===== src/logic/cossim_pkg.sv =====
// Cosine similarity shared definitions
`default_nettype none

package cossim_pkg;

  //////////////////////////////
  // Widths
  //////////////////////////////

  // One signed matrix element
  localparam int DATA_W = 8;
  // Size inputs, legal range 1 to 64
  localparam int SIZE_W = 7;
  localparam int MAX_SIZE = 64;
  // Row sums, room for 64 products of two 8-bit values
  localparam int ACC_W = 24;

  // Q16 result, 1.0 needs the extra integer bit
  localparam int FRAC_W = 16;
  localparam int RES_W = FRAC_W + 1;
  localparam logic [RES_W-1:0] ONE_Q = 1 << FRAC_W;

  // Divider operands
  localparam int PROD_W = 2 * ACC_W;
  localparam int NUM_W = PROD_W + FRAC_W;
  // One quotient bit per step
  localparam int DIV_STEPS = RES_W;
  localparam int STEP_W = $clog2(DIV_STEPS);
  // Two multiply stages, divide steps, output register
  localparam int RATIO_LAT = 2 + DIV_STEPS + 1;

  //////////////////////////////
  // Types
  //////////////////////////////

  // Matching elements of A and B
  typedef struct packed {
    logic signed [DATA_W-1:0] a;
    logic signed [DATA_W-1:0] b;
  } elem_pair_t;

  // Sums of one row
  typedef struct packed {
    logic signed [ACC_W-1:0] dot;
    logic [ACC_W-1:0]        norm_a;
    logic [ACC_W-1:0]        norm_b;
  } accum_t;

  // One row result
  typedef struct packed {
    logic [RES_W-1:0]  cos2;
    logic              negative;
    logic              zero_norm;
    logic [SIZE_W-1:0] row;
  } result_t;

  // Control FSM
  typedef enum logic [1:0] {
    IDLE,
    RUN,
    DRAIN
  } ctrl_state_e;

endpackage

`default_nettype wire


===== src/logic/cossim_ctrl.sv =====
// Row and element loop control
`default_nettype none

module cossim_ctrl import cossim_pkg::*; (
  input  logic              CLK,
  input  logic              RST,
  input  logic              start,
  input  logic [SIZE_W-1:0] size_i,
  input  logic [SIZE_W-1:0] size_j,
  input  logic              in_valid,
  output logic              in_ready,
  input  logic              ratio_busy,
  input  logic              res_valid,
  output logic              acc_en,
  output logic              row_last,
  output logic [SIZE_W-1:0] row_idx,
  output logic              busy,
  output logic              done
);

  //////////////////////////////
  // Signals
  //////////////////////////////

  ctrl_state_e state;

  // Sizes of the current run
  logic [SIZE_W-1:0] size_i_q;
  logic [SIZE_W-1:0] size_j_q;

  // Loop indices
  logic [SIZE_W-1:0] elem_cnt;
  logic [SIZE_W-1:0] row_cnt;
  // Results seen so far
  logic [SIZE_W-1:0] res_cnt;

  // Row end transferred in the previous cycle
  logic handoff_q;

  logic xfer;
  logic last_elem;
  logic last_row;
  logic last_res;

  //////////////////////////////
  // Handshake
  //////////////////////////////

  assign last_elem = (elem_cnt == size_j_q - SIZE_W'(1));
  assign last_row  = (row_cnt == size_i_q - SIZE_W'(1));
  assign last_res  = (res_cnt == size_i_q - SIZE_W'(1));

  // Hold back a row end while the ratio unit cannot take new sums
  // Previous hand-off covers the cycle before ratio_busy rises
  assign in_ready = (state == RUN) && !(last_elem && (ratio_busy || handoff_q));
  assign xfer     = in_valid && in_ready;

  // Accumulator strobes
  assign acc_en   = xfer;
  assign row_last = xfer && last_elem;
  assign row_idx  = row_cnt;

  // Run status
  assign busy = (state != IDLE);
  assign done = (state == DRAIN) && res_valid && last_res;

  //////////////////////////////
  // FSM
  //////////////////////////////

  always_ff @(posedge CLK or posedge RST) begin
    if (RST) begin
      state     <= IDLE;
      size_i_q  <= '0;
      size_j_q  <= '0;
      elem_cnt  <= '0;
      row_cnt   <= '0;
      res_cnt   <= '0;
      handoff_q <= 1'b0;
    end else begin
      handoff_q <= row_last;
      // Results of earlier rows may arrive while still streaming
      if (res_valid) begin
        res_cnt <= res_cnt + SIZE_W'(1);
      end
      case (state)
        IDLE: begin
          if (start) begin
            size_i_q <= size_i;
            size_j_q <= size_j;
            elem_cnt <= '0;
            row_cnt  <= '0;
            res_cnt  <= '0;
            state    <= RUN;
          end
        end
        RUN: begin
          if (xfer) begin
            if (last_elem) begin
              // Next row
              elem_cnt <= '0;
              row_cnt  <= row_cnt + SIZE_W'(1);
              if (last_row) begin
                state <= DRAIN;
              end
            end else begin
              elem_cnt <= elem_cnt + SIZE_W'(1);
            end
          end
        end
        DRAIN: begin
          // Wait for the last row's result
          if (done) begin
            state <= IDLE;
          end
        end
        default: begin
          state <= IDLE;
        end
      endcase
    end
  end

  //////////////////////////////
  // Checks
  //////////////////////////////

  // Results never outnumber the rows handed off
  a_res_after_row: assert property (
    @(posedge CLK) disable iff (RST)
    (state != IDLE) |-> (res_cnt <= row_cnt)
  );

  // Sizes of 1 to 64 only
  a_size_legal: assert property (
    @(posedge CLK) disable iff (RST)
    (state == IDLE && start) |->
      (size_i != '0) && (size_j != '0) && (size_i <= MAX_SIZE) && (size_j <= MAX_SIZE)
  );

endmodule

`default_nettype wire


===== src/logic/cossim_mac.sv =====
// Row multiply-accumulate
`default_nettype none

module cossim_mac import cossim_pkg::*; (
  input  logic              CLK,
  input  logic              RST,
  input  logic              acc_en,
  input  logic              row_last,
  input  logic [SIZE_W-1:0] row_idx,
  input  elem_pair_t        in_pair,
  output accum_t            sums,
  output logic              sums_valid,
  output logic [SIZE_W-1:0] sums_row
);

  //////////////////////////////
  // Products
  //////////////////////////////

  // Signed cross product
  logic signed [2*DATA_W-1:0] prod_ab;
  // Squares, never negative
  logic [2*DATA_W-1:0] sq_a;
  logic [2*DATA_W-1:0] sq_b;

  // Running sums and their next value
  accum_t acc;
  accum_t acc_nxt;

  assign prod_ab = in_pair.a * in_pair.b;
  assign sq_a    = in_pair.a * in_pair.a;
  assign sq_b    = in_pair.b * in_pair.b;

  always_comb begin
    // Dot product extends the sign
    acc_nxt.dot    = acc.dot + ACC_W'(prod_ab);
    acc_nxt.norm_a = acc.norm_a + ACC_W'(sq_a);
    acc_nxt.norm_b = acc.norm_b + ACC_W'(sq_b);
  end

  //////////////////////////////
  // Accumulate
  //////////////////////////////

  always_ff @(posedge CLK or posedge RST) begin
    if (RST) begin
      acc        <= '0;
      sums_valid <= 1'b0;
    end else begin
      sums_valid <= acc_en && row_last;
      if (acc_en) begin
        // Row end restarts from zero so the next row can follow at once
        if (row_last) begin
          acc <= '0;
        end else begin
          acc <= acc_nxt;
        end
      end
    end
  end

  // Finished row, held until the next row end
  always_ff @(posedge CLK) begin
    if (acc_en && row_last) begin
      sums     <= acc_nxt;
      sums_row <= row_idx;
    end
  end

endmodule

`default_nettype wire


===== src/logic/cossim_ratio.sv =====
// Squared cosine ratio unit
`default_nettype none

module cossim_ratio import cossim_pkg::*; (
  input  logic              CLK,
  input  logic              RST,
  input  accum_t            sums,
  input  logic              sums_valid,
  input  logic [SIZE_W-1:0] sums_row,
  output logic              ratio_busy,
  output result_t           res,
  output logic              res_valid
);

  //////////////////////////////
  // Signals
  //////////////////////////////

  // Multiply stage
  logic [ACC_W-1:0]  dot_mag;
  logic [PROD_W-1:0] dot_sq;
  logic [PROD_W-1:0] norm_prod;
  logic              s1_vld;
  logic              s1_neg;
  logic [SIZE_W-1:0] s1_row;

  // Divider, dot squared times 2^16 over the norm product
  logic [NUM_W-1:0]  num;
  logic [PROD_W-1:0] rem;
  logic [PROD_W-1:0] den;
  // Numerator bits shift out at the top, quotient bits in at the bottom
  logic [RES_W-1:0]  shreg;
  logic [PROD_W:0]   trial;
  logic              q_bit;
  logic              div_zero;
  logic              div_act;
  logic              div_done;
  logic [STEP_W-1:0] step;

  //////////////////////////////
  // Multiply
  //////////////////////////////

  // |dot| is at most 2^20, negation cannot overflow
  assign dot_mag = sums.dot[ACC_W-1] ? ACC_W'(-sums.dot) : ACC_W'(sums.dot);

  always_ff @(posedge CLK) begin
    if (sums_valid) begin
      dot_sq    <= dot_mag * dot_mag;
      norm_prod <= sums.norm_a * sums.norm_b;
      // Sign and row ride along to the output
      s1_neg    <= sums.dot[ACC_W-1];
      s1_row    <= sums_row;
    end
  end

  //////////////////////////////
  // Divide
  //////////////////////////////

  assign num = {dot_sq, {FRAC_W{1'b0}}};

  // Restoring step
  assign trial = {rem, shreg[RES_W-1]};
  assign q_bit = (trial >= {1'b0, den});

  // Step sequencing
  always_ff @(posedge CLK or posedge RST) begin
    if (RST) begin
      div_act  <= 1'b0;
      div_done <= 1'b0;
      step     <= '0;
    end else begin
      div_done <= div_act && (step == STEP_W'(DIV_STEPS - 1));
      if (s1_vld) begin
        div_act <= 1'b1;
        step    <= '0;
      end else if (div_act) begin
        step <= step + STEP_W'(1);
        if (step == STEP_W'(DIV_STEPS - 1)) begin
          div_act <= 1'b0;
        end
      end
    end
  end

  // Quotient never exceeds 2^16 by Cauchy-Schwarz
  // so the top part of the numerator starts below den
  always_ff @(posedge CLK) begin
    if (s1_vld) begin
      rem      <= PROD_W'(num[NUM_W-1:RES_W]);
      shreg    <= num[RES_W-1:0];
      den      <= norm_prod;
      div_zero <= (norm_prod == '0);
    end else if (div_act) begin
      rem   <= q_bit ? PROD_W'(trial - {1'b0, den}) : trial[PROD_W-1:0];
      shreg <= {shreg[RES_W-2:0], q_bit};
    end
  end

  //////////////////////////////
  // Output
  //////////////////////////////

  always_ff @(posedge CLK or posedge RST) begin
    if (RST) begin
      s1_vld     <= 1'b0;
      ratio_busy <= 1'b0;
      res_valid  <= 1'b0;
    end else begin
      s1_vld    <= sums_valid;
      res_valid <= div_done;
      // Busy from accepted sums until the output register loads
      if (sums_valid) begin
        ratio_busy <= 1'b1;
      end else if (div_done) begin
        ratio_busy <= 1'b0;
      end
    end
  end

  always_ff @(posedge CLK) begin
    if (div_done) begin
      // Zero norm gives no defined ratio, report zero
      res.cos2      <= div_zero ? '0 : shreg;
      res.negative  <= s1_neg;
      res.zero_norm <= div_zero;
      res.row       <= s1_row;
    end
  end

  //////////////////////////////
  // Checks
  //////////////////////////////

  // Ctrl stall rule keeps new sums away from a busy divider
  a_no_overlap: assert property (
    @(posedge CLK) disable iff (RST)
    sums_valid |-> !ratio_busy
  );

  // Fixed latency
  a_latency: assert property (
    @(posedge CLK) disable iff (RST)
    sums_valid |-> ##RATIO_LAT res_valid
  );

  // Squared cosine stays within 1.0
  a_bound: assert property (
    @(posedge CLK) disable iff (RST)
    res_valid |-> (res.cos2 <= ONE_Q)
  );

endmodule

`default_nettype wire


===== src/logic/cossim_top.sv =====
// Row-wise cosine similarity top
`default_nettype none

module cossim_top import cossim_pkg::*; (
  input  logic              CLK,
  input  logic              RST,
  input  logic              start,
  input  logic [SIZE_W-1:0] size_i,
  input  logic [SIZE_W-1:0] size_j,
  input  logic              in_valid,
  input  elem_pair_t        in_pair,
  output logic              in_ready,
  output logic              res_valid,
  output result_t           res,
  output logic              busy,
  output logic              done
);

  //////////////////////////////
  // Internal nets
  //////////////////////////////

  // Ctrl to accumulator
  logic              acc_en;
  logic              row_last;
  logic [SIZE_W-1:0] row_idx;

  // Accumulator to ratio unit
  accum_t            sums;
  logic              sums_valid;
  logic [SIZE_W-1:0] sums_row;

  // Ratio unit back to ctrl
  logic              ratio_busy;

  //////////////////////////////
  // Instances
  //////////////////////////////

  // Loop control and stream handshake
  cossim_ctrl u_ctrl (
    .CLK        (CLK),
    .RST        (RST),
    .start      (start),
    .size_i     (size_i),
    .size_j     (size_j),
    .in_valid   (in_valid),
    .in_ready   (in_ready),
    .ratio_busy (ratio_busy),
    .res_valid  (res_valid),
    .acc_en     (acc_en),
    .row_last   (row_last),
    .row_idx    (row_idx),
    .busy       (busy),
    .done       (done)
  );

  // Dot product and norms per row
  cossim_mac u_mac (
    .CLK        (CLK),
    .RST        (RST),
    .acc_en     (acc_en),
    .row_last   (row_last),
    .row_idx    (row_idx),
    .in_pair    (in_pair),
    .sums       (sums),
    .sums_valid (sums_valid),
    .sums_row   (sums_row)
  );

  // Squared cosine
  cossim_ratio u_ratio (
    .CLK        (CLK),
    .RST        (RST),
    .sums       (sums),
    .sums_valid (sums_valid),
    .sums_row   (sums_row),
    .ratio_busy (ratio_busy),
    .res        (res),
    .res_valid  (res_valid)
  );

endmodule

`default_nettype wire


===== config.mk =====
export PLATFORM = sky130hd
export DESIGN_NAME = cossim_top
export DESIGN_NICKNAME = d
export VERILOG_FILES = /design/src/logic/cossim_pkg.sv /design/src/logic/cossim_ctrl.sv /design/src/logic/cossim_mac.sv /design/src/logic/cossim_ratio.sv /design/src/logic/cossim_top.sv
export SDC_FILE = /design/constraint.sdc
export NUM_CORES = 2
export LEC_CHECK = 0
export ABC_CLOCK_PERIOD_IN_PS = 14300
export BUFFER_PORTS_ARGS = -buffer_cell sky130_fd_sc_hd__buf_2
export CORE_UTILIZATION = 55
export DETAILED_ROUTE_END_ITERATION = 12
export PLACE_DENSITY_LB_ADDON = 0.1
export REMOVE_ABC_BUFFERS = 1
export SLEW_MARGIN = 20
export SYNTH_ARGS = -nofsm -noshare
export SYNTH_HDL_FRONTEND = slang
export SYNTH_SLANG_ARGS = --single-unit

===== constraint.sdc =====
create_clock -name CLK -period 14.3 [get_ports CLK]
set_clock_uncertainty 0.05 [all_clocks]
set_input_delay 2.86 -clock CLK [delete_from_list [all_inputs] [get_ports CLK]]
set_output_delay 2.86 -clock CLK [all_outputs]
set_load 0.01 [all_outputs]

==> out/summary.txt <==
worst path required time: 14.62 ns
CTS tree: done
Max-Cap Viols: 0
type of element launching the critical path: flip-flop
largest cells by area after synthesis: fa_1, edfxtp_1, ha_1
Post-DP HPWL: 123,000 um
Slew Limit Fails: 0
highest clock rate: 85.6 MHz
largest net degree at the start of global routing: 83
actual slew at the worst max-slew pin: 1.12 ns
DRT Pass-1 Iters: 9
drt wl/cell: 19.5 um
post-synth cell types: 78
die footprint: 117,000 um2
# fillers: 10.1k
Compound-Gate Fraction of Synth Area: 0.0760
kind of critical path: reg -> reg
NumNets Final: 8,210
post_cts resized: 0
clock root buffer: clkbuf_16
routed vias/inst: 5.48
Sink Count: 442
top-count cell post-synth: inv_1
Final setup viols: 0
clock buffer depth: 3
Synth top cells by count: inv_1, fa_1, nand2_1
critical path fanouts, max: 17
core area: 115,000 um2
clk_lat worst skew: 0.63 ns
ant diodes: 0
Routed Wire Length: 158,000 um
sequential-to-total area share from yosys stat: 0.197
failing checks: design-rule violations
flops & latches, synth: 442
Hold WC Path Type: reg -> reg
H-tree depth: 2
DR DRC count: 12
Max stage delay on crit path: 0.81 ns
Syn. warnings: 0
status: finished with violations
largest family of logic cells by synthesized area: adder cells
post-synthesis simple-gate area fraction: 0.129
final setup TNS: 0 ns
post-synthesis mux area share: 0.00557
GRT Total Usage: 0.278
Setup Buffers After CTS: 0
Hold Fails Final Rpt: 0
area share of fa/ha/maj cells after synthesis: 0.453
min Tclk post-route: 11.68 ns
synthesized cell area: 63,600 um2
Tcrit/Tclk final: 0.817
number of synthesized flops with an enable pin: 305
CTS buffer count: 50
slowest cell on the critical path: clkinv_1
Crit path arrival time: 12.00 ns
Routed Antenna Nets: 0
Core Rows: 124
Gate Count Post-Synth: 6,571
RD Place Congestion: 0.924
critical path's most frequent cell: fa_1
ys flop type: edfxtp_1
Post-synth ARST share: 0.271
vias in the first global route: 46.4k
Die Ht: 342 um
Starting Density: 0.556
mean area per synthesized cell: 9.68 um2
grt ovf: 0
initial DRC count: 2,658
largest area contributor in the netlist: fa_1
initial antenna violation count: 4
share of layout cells above drive strength 1: 0.0410
first-pass GRT wire length: 253,000 um
Post-Place Cell Area: 65,600 um2
DR vias: 44.3k
io pins: 64
Finished Cell Area: 67,200 um2
Layout area overhead: 5.71%
xor-xnor portion of the synthesized cell area: 0.0414
RSZ-0062 raised after global routing: no
Critical Path End Type: flip-flop
Synth top area share: 0.347
# port buffers: 63
clock transition at the registers of the reported paths: 0.06 ns
Die W: 342 um
relative slew slack: 0.256
cts hold-fix bufs: 0
-- per-layer routing --
metal / up-vias / routed length (um) / track usage
met3: 241 / 12500 / 0.0570
met2: 1394 / 73400 / 0.449
met1: 22300 / 68300 / 0.387
met4: 6 / 3490 / 0.0664
li1: 20400 / - / -
met5: - / 43 / 0
-- flip-flops by register name, indices dropped and copies added, names as in the netlist, 2 cells and up --
register,count
u_ratio.den,48
u_mac.sums,72
u_mac.sums_row,7
u_ratio.rem,48
u_ctrl.elem_cnt,7
u_mac.acc,72
u_ctrl.size_i_q,7
u_ctrl.size_j_q,7
u_ratio.norm_prod,48
u_ratio.step,5
u_ratio.shreg,17
u_ratio.s1_row,7
u_ctrl.state,2
u_ctrl.res_cnt,7
u_ctrl.row_idx,7
u_ratio.dot_sq,47
u_ratio.res,26
-- stage by stage --
stage | cells | hold WS [ns] | util | worst slack, ns
floorplan | 6343 | 0.350 | - | 4.90
global placement | 7992 | 0.352 | 0.572 | 3.09
CTS | 8087 | 0.371 | 0.587 | 2.81
finish | 8090 | 0.371 | 0.587 | 2.62
detailed placement | 7993 | 0.355 | 0.573 | 2.84
global route | 8090 | 0.383 | 0.587 | 2.18
-- worst paths after layout --
check	startpoint	depth (start not counted)	slack (ns)	to
setup / recovery	u_mac.sums[48]	28	2.62	u_ratio.dot_sq[47]
hold / removal	u_mac.sums_row[6]	0	0.37	u_ratio.s1_row[6]
setup reg to reg	u_mac.sums[48]	28	2.62	u_ratio.dot_sq[47]
hold reg to reg	u_mac.sums_row[6]	0	0.37	u_ratio.s1_row[6]
max in group asynchronous	RST	4	10.29	u_mac.acc[18]
min in group asynchronous	RST	2	2.16	u_mac.acc[68]
-- cell families (layout without fill, tap and decap cells) --
family,count (synthesis),in the layout
muxes,34,34
xor gates and xnor gates,298,298
buffers and inverters,1662,1654
DFF,442,442
AOI/OAI and AO/OA,735,735
adders and majority gates,1640,1640
other,2,17
and+or+nand+nor,1758,1758
-- area by class of cell --
| type | instances | area (um2) | share of cell area |
|---|---|---|---|
| Clock buffer | 64 | 1350 | 0.0200 |
| Clock inverter | 30 | 273 | 0.00406 |
| Inverter | 1419 | 5330 | 0.0793 |
| Multi-Input combinational cell | 4482 | 44900 | 0.668 |
| Sequential cell | 442 | 12500 | 0.186 |
| Tap cell | 1512 | 1890 | 0.0281 |
| Timing Repair Buffer | 141 | 948 | 0.0141 |
-- critical path: cells and delay by family (launching register included) --
| kind | cells | cell delay (ns) |
|---|---|---|
| buf+inv | 5 | 1.70 |
| xor+xnor | 2 | 0.73 |
| flops | 1 | 0.72 |
| simple gates | 6 | 1.53 |
| fa+ha+maj | 9 | 4.03 |
| compound gates | 6 | 2.64 |
-- placed cells by master, fill, tap and decap left out, drive strengths merged, types with 141 or more instances in the layout --
cell type  count
nand2        801
fa          1103
a21oi        191
and2         281
edfxtp       305
nor2         287
xnor2        201
ha           537
o21ai        169
buf          141
inv         1422
Power is not shown: default switching activity piles up to over one toggle a cycle in this logic, so the estimate is an artifact.
